`src/fft_macros.svh`:
```
`ifndef FFT_MACROS_SVH
`define FFT_MACROS_SVH

// samples per frame
`define FFT_N 8

// number of butterfly stages, also the width of a sample index
`define FFT_LOG2N 3

// width of one real or imaginary part, two's complement
`define FFT_W 16

// fraction bits of samples and twiddles
`define FFT_FRAC 8

`endif

```
`src/fft_pkg.sv`:
```
`default_nettype none

`include "fft_macros.svh"

package fft_pkg;

  // one complex sample, imaginary part in the upper half
  typedef struct packed {
    logic signed [`FFT_W-1:0] im;
    logic signed [`FFT_W-1:0] re;
  } complex_t;

  // buffers move the raw word, the butterfly reads the parts
  typedef union packed {
    complex_t            parts;
    logic [2*`FFT_W-1:0] raw;
  } sample_t;

  // W8^k = cos(2*pi*k/8) - j*sin(2*pi*k/8), scaled by 2^FFT_FRAC
  localparam logic signed [`FFT_W-1:0] twiddle_re [`FFT_N/2] = '{
    `FFT_W'(256),
    `FFT_W'(181),
    `FFT_W'(0),
    `FFT_W'(-181)
  };

  localparam logic signed [`FFT_W-1:0] twiddle_im [`FFT_N/2] = '{
    `FFT_W'(0),
    `FFT_W'(-181),
    `FFT_W'(-256),
    `FFT_W'(-181)
  };

endpackage

`default_nettype wire

```
`src/fft_butterfly.sv`:
```
`timescale 1ns/1ns
`default_nettype none

`include "fft_macros.svh"

module fft_butterfly (
  input  fft_pkg::sample_t         a,
  input  fft_pkg::sample_t         b,
  input  logic signed [`FFT_W-1:0] w_re,
  input  logic signed [`FFT_W-1:0] w_im,
  output fft_pkg::sample_t         c,
  output fft_pkg::sample_t         d
);

  // full width partial products of b*w
  logic signed [2*`FFT_W-1:0] p_rr;
  logic signed [2*`FFT_W-1:0] p_ii;
  logic signed [2*`FFT_W-1:0] p_ri;
  logic signed [2*`FFT_W-1:0] p_ir;
  logic signed [`FFT_W-1:0]   t_re;
  logic signed [`FFT_W-1:0]   t_im;

  assign p_rr = $signed(b.parts.re) * w_re;
  assign p_ii = $signed(b.parts.im) * w_im;
  assign p_ri = $signed(b.parts.re) * w_im;
  assign p_ir = $signed(b.parts.im) * w_re;

  // each product drops its fraction bits before the sum, toward minus infinity
  assign t_re = `FFT_W'((p_rr >>> `FFT_FRAC) - (p_ii >>> `FFT_FRAC));
  assign t_im = `FFT_W'((p_ri >>> `FFT_FRAC) + (p_ir >>> `FFT_FRAC));

  // sums wrap at FFT_W bits
  always_comb begin
    c.parts.re = a.parts.re + t_re;
    c.parts.im = a.parts.im + t_im;
    d.parts.re = a.parts.re - t_re;
    d.parts.im = a.parts.im - t_im;
  end

endmodule

`default_nettype wire

```
`src/fft_input_buffer.sv`:
```
`timescale 1ns/1ns
`default_nettype none

`include "fft_macros.svh"

module fft_input_buffer (
  input  logic             clk,
  input  logic             reset,
  input  fft_pkg::sample_t recv_msg [`FFT_N],
  input  logic             recv_val,
  input  logic             frame_take,
  output logic             recv_rdy,
  output logic             frame_val,
  output fft_pkg::sample_t frame [`FFT_N]
);

  logic             full;
  fft_pkg::sample_t held [`FFT_N];

  // mirror the index bits
  function automatic logic [`FFT_LOG2N-1:0] bitrev(input logic [`FFT_LOG2N-1:0] j);
    logic [`FFT_LOG2N-1:0] r;
    for (int b = 0; b < `FFT_LOG2N; b++) begin
      r[b] = j[`FFT_LOG2N-1-b];
    end
    return r;
  endfunction

  assign recv_rdy  = !full;
  assign frame_val = full;
  assign frame     = held;

  always_ff @(posedge clk) begin
    if (reset) begin
      full <= 1'b0;
    end else if (recv_val && recv_rdy) begin
      full <= 1'b1;
    end else if (frame_take) begin
      full <= 1'b0;
    end
  end

  // frame lands already in bit-reversed order
  always_ff @(posedge clk) begin
    if (recv_val && recv_rdy) begin
      for (int j = 0; j < `FFT_N; j++) begin
        held[bitrev(`FFT_LOG2N'(j))].raw <= recv_msg[j].raw;
      end
    end
  end

  // engine may only take a frame that is actually here
  a_take_when_full: assert property (
    @(posedge clk) disable iff (reset) frame_take |-> full
  );

endmodule

`default_nettype wire

```
`src/fft_output_buffer.sv`:
```
`timescale 1ns/1ns
`default_nettype none

`include "fft_macros.svh"

module fft_output_buffer (
  input  logic             clk,
  input  logic             reset,
  input  logic             result_val,
  input  fft_pkg::sample_t result [`FFT_N],
  input  logic             send_rdy,
  output logic             result_rdy,
  output logic             send_val,
  output fft_pkg::sample_t send_msg [`FFT_N]
);

  logic             full;
  fft_pkg::sample_t held [`FFT_N];

  assign result_rdy = !full;
  assign send_val   = full;
  assign send_msg   = held;

  always_ff @(posedge clk) begin
    if (reset) begin
      full <= 1'b0;
    end else if (result_val) begin
      full <= 1'b1;
    end else if (send_val && send_rdy) begin
      full <= 1'b0;
    end
  end

  always_ff @(posedge clk) begin
    if (result_val) begin
      for (int j = 0; j < `FFT_N; j++) begin
        held[j].raw <= result[j].raw;
      end
    end
  end

  // a stalled spectrum must not be overwritten by the engine
  for (genvar j = 0; j < `FFT_N; j++) begin : g_hold_chk
    a_send_hold: assert property (
      @(posedge clk) disable iff (reset)
      (send_val && !send_rdy) |=> $stable(send_msg[j].raw)
    );
  end

endmodule

`default_nettype wire

```
`src/fft_pease_top.sv`:
```
`timescale 1ns/1ns
`default_nettype none

`include "fft_macros.svh"

module fft_pease_top (
  input  logic             clk,
  input  logic             reset,
  input  fft_pkg::sample_t recv_msg [`FFT_N],
  input  logic             recv_val,
  output logic             recv_rdy,
  output fft_pkg::sample_t send_msg [`FFT_N],
  output logic             send_val,
  input  logic             send_rdy
);

  // input buffer to engine
  logic             frame_val;
  logic             frame_take;
  fft_pkg::sample_t frame [`FFT_N];

  // engine to output buffer
  logic             result_val;
  logic             result_rdy;
  fft_pkg::sample_t result [`FFT_N];

  fft_input_buffer in_buf (
    .clk        (clk),
    .reset      (reset),
    .recv_msg   (recv_msg),
    .recv_val   (recv_val),
    .frame_take (frame_take),
    .recv_rdy   (recv_rdy),
    .frame_val  (frame_val),
    .frame      (frame)
  );

  fft_stage_engine engine (
    .clk        (clk),
    .reset      (reset),
    .frame_val  (frame_val),
    .frame      (frame),
    .result_rdy (result_rdy),
    .frame_take (frame_take),
    .result_val (result_val),
    .result     (result)
  );

  fft_output_buffer out_buf (
    .clk        (clk),
    .reset      (reset),
    .result_val (result_val),
    .result     (result),
    .send_rdy   (send_rdy),
    .result_rdy (result_rdy),
    .send_val   (send_val),
    .send_msg   (send_msg)
  );

endmodule

`default_nettype wire

```
`src/fft_stage_engine.sv`:
```
`timescale 1ns/1ns
`default_nettype none

`include "fft_macros.svh"

module fft_stage_engine (
  input  logic             clk,
  input  logic             reset,
  input  logic             frame_val,
  input  fft_pkg::sample_t frame [`FFT_N],
  input  logic             result_rdy,
  output logic             frame_take,
  output logic             result_val,
  output fft_pkg::sample_t result [`FFT_N]
);

  // stage counter width and twiddle index width
  localparam int SW = $clog2(`FFT_LOG2N);
  localparam int KW = `FFT_LOG2N - 1;

  typedef enum logic [1:0] {
    IDLE,
    COMPUTE,
    DONE
  } state_e;

  state_e           state;
  logic [SW-1:0]    s;
  logic [KW-1:0]    tw_mask;
  fft_pkg::sample_t work [`FFT_N];
  fft_pkg::sample_t next_work [`FFT_N];

  assign frame_take = (state == IDLE) && frame_val;
  assign result_val = (state == DONE) && result_rdy;
  assign result     = work;

  // stage s keeps only the top s bits of the butterfly index
  assign tw_mask = {KW{1'b1}} << (KW - int'(s));

  // same bank every stage, outputs go through the stride permutation
  for (genvar i = 0; i < `FFT_N/2; i++) begin : g_bfly
    logic [KW-1:0]    k;
    fft_pkg::sample_t c;
    fft_pkg::sample_t d;

    assign k = KW'(i) & tw_mask;

    fft_butterfly bfly (
      .a    (work[2*i]),
      .b    (work[2*i+1]),
      .w_re (fft_pkg::twiddle_re[k]),
      .w_im (fft_pkg::twiddle_im[k]),
      .c    (c),
      .d    (d)
    );

    assign next_work[i]            = c;
    assign next_work[i + `FFT_N/2] = d;
  end

  always_ff @(posedge clk) begin
    if (reset) begin
      state <= IDLE;
      s     <= '0;
    end else begin
      case (state)
        IDLE: begin
          if (frame_val) begin
            state <= COMPUTE;
          end
        end
        COMPUTE: begin
          if (s == SW'(`FFT_LOG2N - 1)) begin
            state <= DONE;
            s     <= '0;
          end else begin
            s <= s + 1'b1;
          end
        end
        DONE: begin
          // hand off only when the output buffer is empty
          if (result_rdy) begin
            state <= IDLE;
          end
        end
        default: state <= IDLE;
      endcase
    end
  end

  // working register
  always_ff @(posedge clk) begin
    if (frame_take) begin
      work <= frame;
    end else if (state == COMPUTE) begin
      work <= next_work;
    end
  end

  a_stage_range: assert property (
    @(posedge clk) disable iff (reset) s <= SW'(`FFT_LOG2N - 1)
  );

endmodule

`default_nettype wire
```
`config.mk`:
```
export PLATFORM = sky130hd
export DESIGN_NAME = fft_pease_top
export DESIGN_NICKNAME = d
export VERILOG_FILES = /design/src/fft_pkg.sv /design/src/fft_butterfly.sv /design/src/fft_input_buffer.sv /design/src/fft_output_buffer.sv /design/src/fft_pease_top.sv /design/src/fft_stage_engine.sv
export VERILOG_INCLUDE_DIRS = /design/src /design/src/src
export SDC_FILE = /design/constraint.sdc
export NUM_CORES = 2
export LEC_CHECK = 0
export BUFFER_PORTS_ARGS = -buffer_cell sky130_fd_sc_hd__buf_2
export CAP_MARGIN = 25
export CORE_MARGIN = 4
export CORE_UTILIZATION = 58
export CTS_CLUSTER_DIAMETER = 30
export DETAILED_ROUTE_END_ITERATION = 16
export HOLD_SLACK_MARGIN = 0.1
export PLACE_DENSITY = 0.83
export SYNTH_ARGS = -nofsm -noshare
export SYNTH_HDL_FRONTEND = slang
export SYNTH_SLANG_ARGS = --single-unit
export TNS_END_PERCENT = 10
```
`constraint.sdc`:
```
create_clock -name clk -period 18.5 [get_ports clk]
set_input_delay 3.7 -clock clk [delete_from_list [all_inputs] [get_ports clk]]
set_output_delay 3.7 -clock clk [all_outputs]
set_load 0.01 [all_outputs]
```
==> results.toml <==
[run_status]
outcome = "complete, no violations"

[placed_design]
hpwl_um = 215000
place.gp.congestion = 1.03
portBuffers = 517

[clock_network]
cts_num_sinks = 774
postCtsHoldBufs = 0
cts_tree = "yes"
worstSkewPairLatency_ns = 0.84
ctsResizeCount = 0
cts_buffers = 162
post_cts_buffers = 0
clkTransAtPathRegs_ns = 0.05
cts-root-buf = "clkbuf_16"
h-tree-depth = 4
cts_max_path_buffers = 3

[route]
route.vias.total = 60900
wl_um = 263000
vias_per_cell = 5.74
route.detailed.drc = 0
dr.pass1.iters = 6
drtAntennaViolNets = 0
wl_per_cell_um = 24.8
drt_iter0_drc = 5726

[setup_path]
worstPathMaxFanout = 67
cp.required_ns = 19.00
r2r-start = "engine.s[0]$_SDFFE_PP0P_"
cpMostUsedCell = "ha_1"
slowest_delay_ns = 0.61
worst-r2r-cell-count = 37
critPathKind = "reg -> reg"
cp.arrival_ns = 11.62
startpoint_type = "flip-flop"
endpoint_kind = "flip-flop"
slowest_stage = "buf_4"
cp-startpoint = "engine.s[0]$_SDFFE_PP0P_"

[floorplan]
start_util = 0.584
dieHeight_um = 388
row_count = 139
io_pins = 518
core_area_sq_mm = 0.144
dieArea_sq_mm = 0.151
fp.dieW_um = 388

[timing]
min_period_ns = 11.12
rsz0062_at_grt = "no"
max_freq_ghz = 0.0899
worstMarginPinSlew_ns = 1.26
post-route-period-util = 0.601
setup_viol = 0
maxSlewViolCount = 0
hold_viol = 0
slew_headroom = 0.154
fin_worst_skew_ns = 0.111
tns_ns = 0

[synth]
syn_inst = 7954
ys_ff_latch = 774
yosys.area.top_type_share = 0.275
yosys.area_share.simple = 0.0731
synth_async_sr_flop_share = 0
yosys_warnings = 0
syn_area_sq_mm = 0.0839
synth_top_family_by_area = "adder cells"
ys_seq_area_frac = 0.276
synth-xor-area-share = 0.0593
synth_edf_count = 768
yosysTopAreaCell = "edfxtp_1"
synth_fa_ha_area_frac = 0.420
ys_top_cells_by_area = "edfxtp_1, fa_1, ha_1"
synth.area.mux_share = 0.00124
synth.avg_cell_area_sq_um = 10.5
ys.flop_type = "edfxtp_1"
ys_types = 87
synth_compound_area_frac = 0.0829

[finish]
final_cell_mix = "inv_1, ha_1, fa_1"
drive_gt1_frac = 0.104
syn_to_final_growth_pct = 12.7
mostFrequentLayoutCell = "inv_1"
layout.nets = 11000

[job]
maxCapViolCount = 0

[global_route]
grt_max_degree = 139
track_usage = 0.352
grt.busiest_layer = "met2"
antenna_found_initial = 27
met3_usage = 0.0898
first_global_vias = 64500
grt.met1_usage = 0.428
use_met2 = 0.556
grt_first_pass_wirelength_um = 395000
overflow = 0

[min_path]
hold_path.class = "reg -> reg"
min-delay-start = "engine.result[192]$_DFFE_PP_"
hold_depth = 0
worst max-delay path, delay by kind of cell (launching register included):
| family | cells | cell delay, ns |
|---|---|---|
| flops | 1 | 0.31 |
| compound gates | 13 | 2.98 |
| buf+inv | 7 | 2.15 |
| simple gates | 4 | 0.62 |
| fa+ha+maj | 10 | 3.71 |
| xor+xnor | 3 | 0.90 |
through the flow:
step | cells | worst slack (ns) | hold slack (ns) | util | area, sq um
detailed placement | 10300 | 7.58 | 0.478 | 0.618 | 88700
global route | 10600 | 6.84 | 0.518 | 0.658 | 94500
floorplan | 7975 | 2.88 | 0.421 | - | 84000
global placement | 10300 | 7.76 | 0.477 | 0.618 | 88700
CTS | 10600 | 7.51 | 0.496 | 0.658 | 94500
finish | 10600 | 7.38 | 0.493 | 0.658 | 94500
worst paths after layout:
path	end	slack [ns]
setup / recovery	engine.result[95]$_DFFE_PP_	7.38
hold / removal	out_buf.send_msg[192]$_DFFE_PP_	0.49
setup reg to reg	engine.result[95]$_DFFE_PP_	7.38
hold reg to reg	out_buf.send_msg[192]$_DFFE_PP_	0.49
flip-flops by register name, summed over array words and instances (netlist names):
name,count
engine.result,256
out_buf.send_msg,256
engine.state,2
in_buf.frame,256
engine.s,2
out_buf.send_val,1
in_buf.frame_val,1
routing by layer:
metal  vias up  wire (um)
li1      26900          -
met1     29900      95200
met2      3262     119000
met3       797      26800
met4        10      21400
met5         -         67
cells in the mapped netlist (92+ instances only):
| cell | count |
|---|---|
| nor2_1 | 445 |
| nor2b_1 | 92 |
| a21oi_1 | 371 |
| clkbuf_1 | 130 |
| xor2_1 | 140 |
| a21o_1 | 116 |
| xnor2_1 | 420 |
| edfxtp_1 | 768 |
| nand2_1 | 415 |
| inv_1 | 1783 |
| fa_1 | 1004 |
| ha_1 | 1210 |
| o21ai_0 | 224 |
cells by family (layout without fill, tap and decap cells):
| kind of cell | after synthesis | count (layout) |
|---|---|---|
| muxes | 10 | 10 |
| other | 2 | 35 |
| DFF | 774 | 774 |
| buffers and inverters | 1935 | 2649 |
| and+or+nand+nor | 1338 | 1338 |
| adders and majority gates | 2217 | 2217 |
| AOI/OAI and AO/OA | 1115 | 1115 |
| xor gates and xnor gates | 563 | 563 |
area by class of cell:
type                       count  area [sq um]
fill                       11000         49100
antenna                       12          30.0
clock buffer                 171          4090
timing repair buffer         559          2930
multi-input combinational   5266         53600
sequential                   774         23200
tap                         1903          2380
inverter                    1788          6710
clock inverter               131          1640
Power is not shown: default switching activity piles up to over one toggle a cycle in this logic, so the estimate is an artifact.
